## src/rtl/cpu_pkg.sv

```systemverilog
package cpu_pkg;

    localparam int data_w = 8;
    localparam int addr_w = 16;

    // Single-byte opcodes handled by the implied-mode core
    localparam logic [data_w-1:0] op_asl_a = 8'h0A;
    localparam logic [data_w-1:0] op_rol_a = 8'h2A;
    localparam logic [data_w-1:0] op_lsr_a = 8'h4A;
    localparam logic [data_w-1:0] op_ror_a = 8'h6A;
    localparam logic [data_w-1:0] op_inx   = 8'hE8;
    localparam logic [data_w-1:0] op_iny   = 8'hC8;
    localparam logic [data_w-1:0] op_dex   = 8'hCA;
    localparam logic [data_w-1:0] op_dey   = 8'h88;
    localparam logic [data_w-1:0] op_tax   = 8'hAA;
    localparam logic [data_w-1:0] op_tay   = 8'hA8;
    localparam logic [data_w-1:0] op_tsx   = 8'hBA;
    localparam logic [data_w-1:0] op_txa   = 8'h8A;
    localparam logic [data_w-1:0] op_txs   = 8'h9A;
    localparam logic [data_w-1:0] op_tya   = 8'h98;
    localparam logic [data_w-1:0] op_sec   = 8'h38;
    localparam logic [data_w-1:0] op_sed   = 8'hF8;
    localparam logic [data_w-1:0] op_sei   = 8'h78;
    localparam logic [data_w-1:0] op_clc   = 8'h18;
    localparam logic [data_w-1:0] op_cld   = 8'hD8;
    localparam logic [data_w-1:0] op_cli   = 8'h58;
    localparam logic [data_w-1:0] op_clv   = 8'hB8;
    localparam logic [data_w-1:0] op_nop   = 8'hEA;

    localparam logic [data_w-1:0] sp_reset = 8'hFF;

    typedef enum logic {t0, t1} tstate_t;

    typedef enum logic [2:0] {sb_none, sb_acc, sb_x, sb_y, sb_sp, sb_alu} sb_src_t;
    typedef enum logic {alu_add, alu_rot} alu_op_t;
    typedef enum logic {a_sb, a_zero} alu_a_t;
    // ALU input B is always the DB bus, this picks what DB carries
    typedef enum logic [1:0] {db_from_acc, db_from_sb, db_all_ones} alu_b_t;
    typedef enum logic [1:0] {cin_zero, cin_one, cin_psr_carry} alu_cin_t;
    typedef enum logic [1:0] {psr_c, psr_d, psr_i, psr_v} psr_sel_t;

    typedef struct packed {
        sb_src_t  sb_src;
        alu_a_t   alu_a;
        alu_b_t   alu_b;
        alu_cin_t alu_cin;
        alu_op_t  alu_op;
        logic     load_alu;
        logic     load_acc;
        logic     load_x;
        logic     load_y;
        logic     load_sp;
        logic     carry_from_alu;
        logic     psr_write;
        psr_sel_t psr_sel;
        logic     psr_value;
        logic     pc_inc;
    } ctrl_t;

    typedef struct packed {
        logic [data_w-1:0] acc;
        logic [data_w-1:0] x;
        logic [data_w-1:0] y;
        logic [data_w-1:0] sp;
        logic              c;
        logic              d;
        logic              i;
        logic              v;
    } regs_t;

    // Idle word, every instruction starts from this
    localparam ctrl_t ctrl_nop = '{
        sb_src:  sb_none,
        alu_a:   a_sb,
        alu_b:   db_from_sb,
        alu_cin: cin_zero,
        alu_op:  alu_add,
        psr_sel: psr_c,
        default: 1'b0
    };

endpackage

```

## src/rtl/sequencer.sv

```systemverilog
`timescale 1ns/1ps

module sequencer (
    input  logic                       clk,
    input  logic                       arst_n,
    input  logic [cpu_pkg::data_w-1:0] data,
    input  cpu_pkg::ctrl_t             ctrl,
    output cpu_pkg::tstate_t           state,
    output logic [cpu_pkg::data_w-1:0] ir,
    output logic [cpu_pkg::addr_w-1:0] pc
);

    always_ff @(posedge clk or negedge arst_n) begin
        if (!arst_n) begin
            state <= cpu_pkg::t0;
            // Reset behaves as if a NOP had just been fetched
            ir    <= cpu_pkg::op_nop;
            pc    <= '0;
        end else begin
            if (state == cpu_pkg::t0) begin
                state <= cpu_pkg::t1;
            end else begin
                state <= cpu_pkg::t0;
                // Opcode fetch closes T1
                ir    <= data;
            end
            if (ctrl.pc_inc) begin
                pc <= pc + 1'b1;
            end
        end
    end

    // PC moves only across a T1 edge and only by one
    a_pc_step: assert property (@(posedge clk) disable iff (!arst_n)
        $changed(pc) |-> ($past(state) == cpu_pkg::t1) && (pc == $past(pc) + 1'b1))
        else $error("pc changed outside T1 or by more than one, now %h", pc);

endmodule

```

## src/rtl/instr_decode.sv

```systemverilog
`timescale 1ns/1ps

module instr_decode (
    input  cpu_pkg::tstate_t          state,
    input  logic [cpu_pkg::data_w-1:0] ir,
    output cpu_pkg::ctrl_t            ctrl
);

    cpu_pkg::ctrl_t w0;
    cpu_pkg::ctrl_t w1;

    always_comb begin
        w0 = cpu_pkg::ctrl_nop;
        w1 = cpu_pkg::ctrl_nop;
        // Every T1 fetches the next opcode
        w1.pc_inc = 1'b1;
        case (ir)
            cpu_pkg::op_asl_a: begin
                w0.sb_src   = cpu_pkg::sb_acc;
                w0.alu_b    = cpu_pkg::db_from_acc;
                w0.load_alu = 1'b1;
                w1.sb_src   = cpu_pkg::sb_alu;
                w1.load_acc = 1'b1;
                w1.carry_from_alu = 1'b1;
            end
            cpu_pkg::op_rol_a: begin
                w0.sb_src   = cpu_pkg::sb_acc;
                w0.alu_b    = cpu_pkg::db_from_acc;
                w0.alu_cin  = cpu_pkg::cin_psr_carry;
                w0.load_alu = 1'b1;
                w1.sb_src   = cpu_pkg::sb_alu;
                w1.load_acc = 1'b1;
                w1.carry_from_alu = 1'b1;
            end
            cpu_pkg::op_lsr_a: begin
                w0.sb_src   = cpu_pkg::sb_acc;
                w0.alu_op   = cpu_pkg::alu_rot;
                w0.load_alu = 1'b1;
                w1.sb_src   = cpu_pkg::sb_alu;
                w1.load_acc = 1'b1;
                w1.carry_from_alu = 1'b1;
            end
            cpu_pkg::op_ror_a: begin
                w0.sb_src   = cpu_pkg::sb_acc;
                w0.alu_op   = cpu_pkg::alu_rot;
                w0.alu_cin  = cpu_pkg::cin_psr_carry;
                w0.load_alu = 1'b1;
                w1.sb_src   = cpu_pkg::sb_alu;
                w1.load_acc = 1'b1;
                w1.carry_from_alu = 1'b1;
            end
            // Increments run 0 + reg + 1 with the register on DB
            cpu_pkg::op_inx, cpu_pkg::op_iny: begin
                w0.sb_src   = (ir == cpu_pkg::op_inx) ? cpu_pkg::sb_x : cpu_pkg::sb_y;
                w0.alu_a    = cpu_pkg::a_zero;
                w0.alu_cin  = cpu_pkg::cin_one;
                w0.load_alu = 1'b1;
                w1.sb_src   = cpu_pkg::sb_alu;
                w1.load_x   = (ir == cpu_pkg::op_inx);
                w1.load_y   = (ir == cpu_pkg::op_iny);
            end
            // Decrements add all ones
            cpu_pkg::op_dex, cpu_pkg::op_dey: begin
                w0.sb_src   = (ir == cpu_pkg::op_dex) ? cpu_pkg::sb_x : cpu_pkg::sb_y;
                w0.alu_b    = cpu_pkg::db_all_ones;
                w0.load_alu = 1'b1;
                w1.sb_src   = cpu_pkg::sb_alu;
                w1.load_x   = (ir == cpu_pkg::op_dex);
                w1.load_y   = (ir == cpu_pkg::op_dey);
            end
            cpu_pkg::op_tax: begin
                w0.sb_src = cpu_pkg::sb_acc;
                w0.load_x = 1'b1;
            end
            cpu_pkg::op_tay: begin
                w0.sb_src = cpu_pkg::sb_acc;
                w0.load_y = 1'b1;
            end
            cpu_pkg::op_tsx: begin
                w0.sb_src = cpu_pkg::sb_sp;
                w0.load_x = 1'b1;
            end
            cpu_pkg::op_txa: begin
                w0.sb_src   = cpu_pkg::sb_x;
                w0.load_acc = 1'b1;
            end
            cpu_pkg::op_txs: begin
                w0.sb_src  = cpu_pkg::sb_x;
                w0.load_sp = 1'b1;
            end
            cpu_pkg::op_tya: begin
                w0.sb_src   = cpu_pkg::sb_y;
                w0.load_acc = 1'b1;
            end
            // Set and clear pairs take the flag value from opcode bit 5
            cpu_pkg::op_sec, cpu_pkg::op_clc: begin
                w0.psr_write = 1'b1;
                w0.psr_sel   = cpu_pkg::psr_c;
                w0.psr_value = ir[5];
            end
            cpu_pkg::op_sed, cpu_pkg::op_cld: begin
                w0.psr_write = 1'b1;
                w0.psr_sel   = cpu_pkg::psr_d;
                w0.psr_value = ir[5];
            end
            cpu_pkg::op_sei, cpu_pkg::op_cli: begin
                w0.psr_write = 1'b1;
                w0.psr_sel   = cpu_pkg::psr_i;
                w0.psr_value = ir[5];
            end
            // CLV only ever clears
            cpu_pkg::op_clv: begin
                w0.psr_write = 1'b1;
                w0.psr_sel   = cpu_pkg::psr_v;
            end
            default: begin
                // NOP and unknown opcodes keep the idle words
            end
        endcase
    end

    assign ctrl = (state == cpu_pkg::t0) ? w0 : w1;

    // The T0 word must not load the T1 write-back target
    // Sampled as T0 ends
    a_no_early_writeback: assert property (@(posedge state)
        w0.load_alu |-> !((w0.load_acc && w1.load_acc) || (w0.load_x && w1.load_x)
                          || (w0.load_y && w1.load_y) || (w0.load_sp && w1.load_sp)))
        else $error("decoder loads write-back register in T0 for opcode %h", ir);

endmodule

```

## src/rtl/alu.sv

```systemverilog
`timescale 1ns/1ps

module alu (
    input  logic                       clk,
    input  logic                       arst_n,
    input  logic [cpu_pkg::data_w-1:0] sb,
    input  logic [cpu_pkg::data_w-1:0] db,
    input  logic                       carry,
    input  cpu_pkg::ctrl_t             ctrl,
    output logic [cpu_pkg::data_w-1:0] result,
    output logic                       carry_out
);

    logic [cpu_pkg::data_w-1:0] a;
    logic                       cin;
    logic [cpu_pkg::data_w:0]   sum;
    logic [cpu_pkg::data_w-1:0] res_d;
    logic                       co_d;

    always_comb begin
        a = (ctrl.alu_a == cpu_pkg::a_zero) ? '0 : sb;
        case (ctrl.alu_cin)
            cpu_pkg::cin_one:       cin = 1'b1;
            cpu_pkg::cin_psr_carry: cin = carry;
            default:                cin = 1'b0;
        endcase
        sum = {1'b0, a} + {1'b0, db} + {{cpu_pkg::data_w{1'b0}}, cin};
        if (ctrl.alu_op == cpu_pkg::alu_rot) begin
            // Right rotate through carry, old bit 0 drops out
            res_d = {cin, a[cpu_pkg::data_w-1:1]};
            co_d  = a[0];
        end else begin
            res_d = sum[cpu_pkg::data_w-1:0];
            co_d  = sum[cpu_pkg::data_w];
        end
    end

    // Holding register, loaded in T0 and read back onto SB in T1
    always_ff @(posedge clk or negedge arst_n) begin
        if (!arst_n) begin
            result    <= '0;
            carry_out <= 1'b0;
        end else if (ctrl.load_alu) begin
            result    <= res_d;
            carry_out <= co_d;
        end
    end

endmodule

```

## src/rtl/datapath.sv

```systemverilog
`timescale 1ns/1ps

module datapath (
    input  logic                       clk,
    input  logic                       arst_n,
    input  cpu_pkg::ctrl_t             ctrl,
    input  logic [cpu_pkg::data_w-1:0] alu_result,
    input  logic                       alu_carry,
    output logic [cpu_pkg::data_w-1:0] sb,
    output logic [cpu_pkg::data_w-1:0] db,
    output logic                       carry,
    output cpu_pkg::regs_t             regs
);

    cpu_pkg::regs_t r_q;

    // Special bus source
    always_comb begin
        case (ctrl.sb_src)
            cpu_pkg::sb_acc: sb = r_q.acc;
            cpu_pkg::sb_x:   sb = r_q.x;
            cpu_pkg::sb_y:   sb = r_q.y;
            cpu_pkg::sb_sp:  sb = r_q.sp;
            cpu_pkg::sb_alu: sb = alu_result;
            default:         sb = '0;
        endcase
    end

    // Data bus feeds ALU input B
    always_comb begin
        case (ctrl.alu_b)
            cpu_pkg::db_from_acc: db = r_q.acc;
            cpu_pkg::db_all_ones: db = '1;
            default:              db = sb;
        endcase
    end

    always_ff @(posedge clk or negedge arst_n) begin
        if (!arst_n) begin
            r_q.acc <= '0;
            r_q.x   <= '0;
            r_q.y   <= '0;
            r_q.sp  <= cpu_pkg::sp_reset;
            r_q.c   <= 1'b0;
            r_q.d   <= 1'b0;
            r_q.i   <= 1'b0;
            r_q.v   <= 1'b0;
        end else begin
            // All register loads take the SB value
            if (ctrl.load_acc) begin
                r_q.acc <= sb;
            end
            if (ctrl.load_x) begin
                r_q.x <= sb;
            end
            if (ctrl.load_y) begin
                r_q.y <= sb;
            end
            if (ctrl.load_sp) begin
                r_q.sp <= sb;
            end
            // Shift write-back
            if (ctrl.carry_from_alu) begin
                r_q.c <= alu_carry;
            end
            if (ctrl.psr_write) begin
                case (ctrl.psr_sel)
                    cpu_pkg::psr_c: r_q.c <= ctrl.psr_value;
                    cpu_pkg::psr_d: r_q.d <= ctrl.psr_value;
                    cpu_pkg::psr_i: r_q.i <= ctrl.psr_value;
                    default:        r_q.v <= ctrl.psr_value;
                endcase
            end
        end
    end

    assign carry = r_q.c;
    assign regs  = r_q;

    // Index and stack registers share one SB cycle, the decoder never loads two
    a_single_index_load: assert property (@(posedge clk) disable iff (!arst_n)
        $onehot0({ctrl.load_x, ctrl.load_y, ctrl.load_sp}))
        else $error("more than one of load_x, load_y, load_sp active");

endmodule

```

## src/rtl/cpu_core.sv

```systemverilog
`timescale 1ns/1ps

module cpu_core (
    input  logic                       clk,
    input  logic                       arst_n,
    input  logic [cpu_pkg::data_w-1:0] data,
    output logic [cpu_pkg::addr_w-1:0] addr,
    output logic                       sync,
    output cpu_pkg::regs_t             regs
);

    cpu_pkg::tstate_t           state;
    cpu_pkg::ctrl_t             ctrl;
    logic [cpu_pkg::data_w-1:0] ir;
    logic [cpu_pkg::addr_w-1:0] pc;
    logic [cpu_pkg::data_w-1:0] sb;
    logic [cpu_pkg::data_w-1:0] db;
    logic                       carry;
    logic [cpu_pkg::data_w-1:0] alu_result;
    logic                       alu_carry;

    sequencer u_sequencer (
        .clk    (clk),
        .arst_n (arst_n),
        .data   (data),
        .ctrl   (ctrl),
        .state  (state),
        .ir     (ir),
        .pc     (pc)
    );

    instr_decode u_instr_decode (
        .state (state),
        .ir    (ir),
        .ctrl  (ctrl)
    );

    alu u_alu (
        .clk       (clk),
        .arst_n    (arst_n),
        .sb        (sb),
        .db        (db),
        .carry     (carry),
        .ctrl      (ctrl),
        .result    (alu_result),
        .carry_out (alu_carry)
    );

    datapath u_datapath (
        .clk        (clk),
        .arst_n     (arst_n),
        .ctrl       (ctrl),
        .alu_result (alu_result),
        .alu_carry  (alu_carry),
        .sb         (sb),
        .db         (db),
        .carry      (carry),
        .regs       (regs)
    );

    // Fetch cycle is T1, the PC is the address
    assign sync = (state == cpu_pkg::t1);
    assign addr = pc;

endmodule

```

## config.mk

```make
export PLATFORM = sky130hd
export DESIGN_NAME = cpu_core
export DESIGN_NICKNAME = d
export VERILOG_FILES = /design/src/rtl/cpu_pkg.sv /design/src/rtl/sequencer.sv /design/src/rtl/instr_decode.sv /design/src/rtl/alu.sv /design/src/rtl/datapath.sv /design/src/rtl/cpu_core.sv
export SDC_FILE = /design/constraint.sdc
export NUM_CORES = 1
export LEC_CHECK = 0
export BUFFER_PORTS_ARGS = -buffer_cell sky130_fd_sc_hd__buf_2
export CAP_MARGIN = 40
export CORE_ASPECT_RATIO = 0.6
export CORE_MARGIN = 4
export CORE_UTILIZATION = 30
export CTS_BUF_LIST = sky130_fd_sc_hd__clkbuf_4
export DETAILED_ROUTE_END_ITERATION = 12
export GPL_TIMING_DRIVEN = 0
export SYNTH_ARGS = -nofsm -noshare
export SYNTH_HDL_FRONTEND = slang
export SYNTH_SLANG_ARGS = --single-unit
```

## constraint.sdc

```tcl
create_clock -name clk -period 3.5 [get_ports clk]
set_clock_uncertainty 0.15 [all_clocks]
set_input_delay 0.35 -clock clk [delete_from_list [all_inputs] [get_ports clk]]
set_output_delay 0.35 -clock clk [all_outputs]
set_load 0.005 [all_outputs]
```

==> flow_summary.yaml <==
worst_setup_path:
  crit_required_ns: 3.72
  cp_num_buf_inv: 1
  path_cells: "or3b_4 > nor4_4 > a222oi_1 > and3_1 > buf_6 > a21oi_4 > ha_1 > nor2b_1 > o31a_1 > o31a_1 > a2111oi_2 > a21oi_1 > o21ai_1"
  arrival_ns: 4.18
  cp_common_cell: "o31a_1"
  r2r_setup_slack_ns: -0.46
  cp-end-kind: "register"
  cp-start-kind: "register"
  r2r_end: "u_alu.result[5]$_DFFE_PN0P_"
  crit_fanout: 8
  cp_slowest_cell: "nor4_4"
  reg2regPathDepth: 13
  r2r-start: "u_sequencer.ir[3]$_DFFE_PN1P_"
  critical_path.max_stage_delay_ns: 0.61
  cp_top_family: "simple AND/OR/NAND/NOR gates"
  worstSetupPathType: "reg2reg"
finish:
  antenna_cells: 0
  final_core_utilization_pct: 40.3
  layout_commonest_cell: "buf_2"
  ff_latch_area_um2: 1770
  nFillCells: 1236
  layout_common_cells: "65 x buf_2, 57 x dfrtp_1, 45 x nand2_1"
  drive_gt1_share_pct: 36.0
  multi_input_area_um2: 2080
  syn_to_final_growth_pct: 28.9
  nets: 512
floorplan:
  start_util_pct: 31.3
  row_count: 31
  die_area_um2: 14700
  die_h_um: 95.6
  dieWidth_um: 154
  boundaryPins: 63
  core_um2: 12300
sta:
  fmax_ghz: 0.253
  finalCritPeriodShare_pct: 113
  max_slew_margin_pct: 36.2
  tightest_slew_ns: 0.949
  finalHoldViolations: 0
  worst_slack_ns: -0.456
  post-route-min-period_ns: 3.96
  finalSetupViolCount: 8
  rsz0062_at_grt: "yes"
  setup_tns_ns: -2.26
  fin_hold_ws_ns: 0.129
  final_max_slew_viol_count: 0
status:
  violations: "setup timing"
  status: "finished, violations left"
synthesis:
  synth-seq-cells: 70
  synth_nets: 416
  synth_edf_count: 0
  async_flop_share_pct: 100
  synth_ff_type: "dfrtp_1"
  synthTopCellsByArea: "dfrtp_1 37%, dfstp_2 8.9%, nand2_1 4.6%"
  synth-seq-area-share_pct: 46.1
  synth_area_per_cell_um2: 9.73
  yosysUniqueCellTypes: 65
  yosys.area.top_type: "dfrtp_1"
  yosysTopAreaCellShare_pct: 37.2
  netlist_area_um2: 3830
  yosysWarnings: 0
  synthCells: 394
routing:
  drtAntennaViolNets: 0
  vias: 3383
  wl_um: 11400
  post-route-drc-count: 0
  vias_per_cell: 5.13
  drt_iter0_drc: 262
  avgRoutedWirePerCell_um: 17.2
  drtPass1Iterations: 6
cts:
  clk_pin_slew_worst_paths_ns: 0.13
  clockBufferDepth: 2
  clock_latency_ns: 0.44
  cts.sinks: 70
  cts_made_buffers: 9
  htree_levels: 3
  cts_root_buf: "clkbuf_4"
  cts_tree: "built"
power:
  vdd_drop_max_uv: 131
  power_mw: 1.61
  leakage_nw: 2.23
  powerDensity_nw_per_um2: 327
placed_design:
  dp_slack_ns: -0.538
  place.gp.congestion: 0.881
  hpwlAfterDp_um: 8220
  port_buffers: 62
global_routing:
  track_usage_pct: 16.0
  grt_max_degree: 60
  grt_pass1_wl_um: 18400
  grt_pass1_vias: 3377
  antenna_found_initial: 0
  overflow: 0
job:
  drv_cap: 0
min_path:
  hp-class: "in2async"
-- report_power, final --
part           internal, mW  total [mW]  switching, mW
combinational        0.0776       0.165         0.0875
clock                 0.235       0.551          0.316
sequential            0.854       0.897         0.0429
total                  1.17        1.61          0.446
-- kinds of logic after synthesis --
kind of cell,after synthesis,synth area share (%)
adder cells (fa/ha/maj),12,4.31
multiplexers,14,4.05
AO/OA/AOI/OAI,97,16.9
flip-flops,70,46.1
buffers and inverters,34,4.86
XOR/XNOR,18,4.11
AND/OR/NAND/NOR,149,19.6
-- final cells by class --
cell class                 instances  share of cell area (%)
buffer                            24                    3.39
clock buffer                      11                    1.67
clock inverter                     5                    1.19
inverter                           9                   0.785
multi-input combinational        290                    42.0
sequential                        70                    35.8
tap                              165                    4.18
timing repair buffer              86                    11.0
-- synthesized netlist by cell type (all sizes together), types with 8 or more instances --
library cell  instances
buf                  17
xnor2                13
nor3                  9
inv                   8
nor2                 42
ha                   10
mux2                 12
nand2                47
dfrtp                57
and3                 10
o21ai                25
dfstp                13
nand4                 8
clkbuf                8
a21oi                29
nand3                 8
-- registers in the layout, indices dropped and copies added, names as in the netlist --
signal and flops:
u_alu.carry_out 1, u_alu.result 8, u_datapath.carry 1, u_datapath.regs 35
u_sequencer.ir 8, u_sequencer.pc 16, u_sequencer.state 1
-- how the worst max path moves through the flow --
stage,startpoint,endpoint,depth (start not counted)
floorplan,u_sequencer.ir[3]$_DFFE_PN1P_,u_alu.result[7]$_DFFE_PN0P_,16
global placement,u_sequencer.ir[7]$_DFFE_PN1P_,u_alu.result[6]$_DFFE_PN0P_,15
detailed placement,u_sequencer.ir[7]$_DFFE_PN1P_,u_alu.result[6]$_DFFE_PN0P_,15
CTS,u_sequencer.ir[3]$_DFFE_PN1P_,u_alu.result[5]$_DFFE_PN0P_,14
global route,u_sequencer.ir[3]$_DFFE_PN1P_,u_alu.result[6]$_DFFE_PN0P_,14
finish,u_sequencer.ir[3]$_DFFE_PN1P_,u_alu.result[5]$_DFFE_PN0P_,13
-- per-stage QoR --
| stage | cells | area (um^2) |
|---|---|---|
| global route | 660 | 4940 |
| global placement | 621 | 4430 |
| CTS | 656 | 4820 |
| detailed placement | 622 | 4460 |
| floorplan | 394 | 3910 |
| finish | 660 | 4940 |
-- layer usage --
layer	global-route usage [%]	up-vias	wire length, um
li1	-	1601	-
met3	4.04	16	664
met5	0	-	0
met2	22.6	101	4710
met4	4.26	0	153
met1	24.1	1665	5850
-- worst register-to-register path: stages, from the launching register on --
cell and delay [ns]:
dfstp_2 0.57, or3b_4 0.45, nor4_4 0.62, a222oi_1 0.19
and3_1 0.20, buf_6 0.13, a21oi_4 0.15, ha_1 0.24
nor2b_1 0.15, o31a_1 0.28, o31a_1 0.29, a2111oi_2 0.34
a21oi_1 0.06, o21ai_1 0.09
-- what timing repair did --
action	in CTS	in global routing
endpoints found under the setup margin	8	8
setup buffers	9	5
hold endpoints to repair	66	0
pin swaps	15	20
resized for setup	15	21
hold buffers	9	0
(Power assumes the default switching activity.)
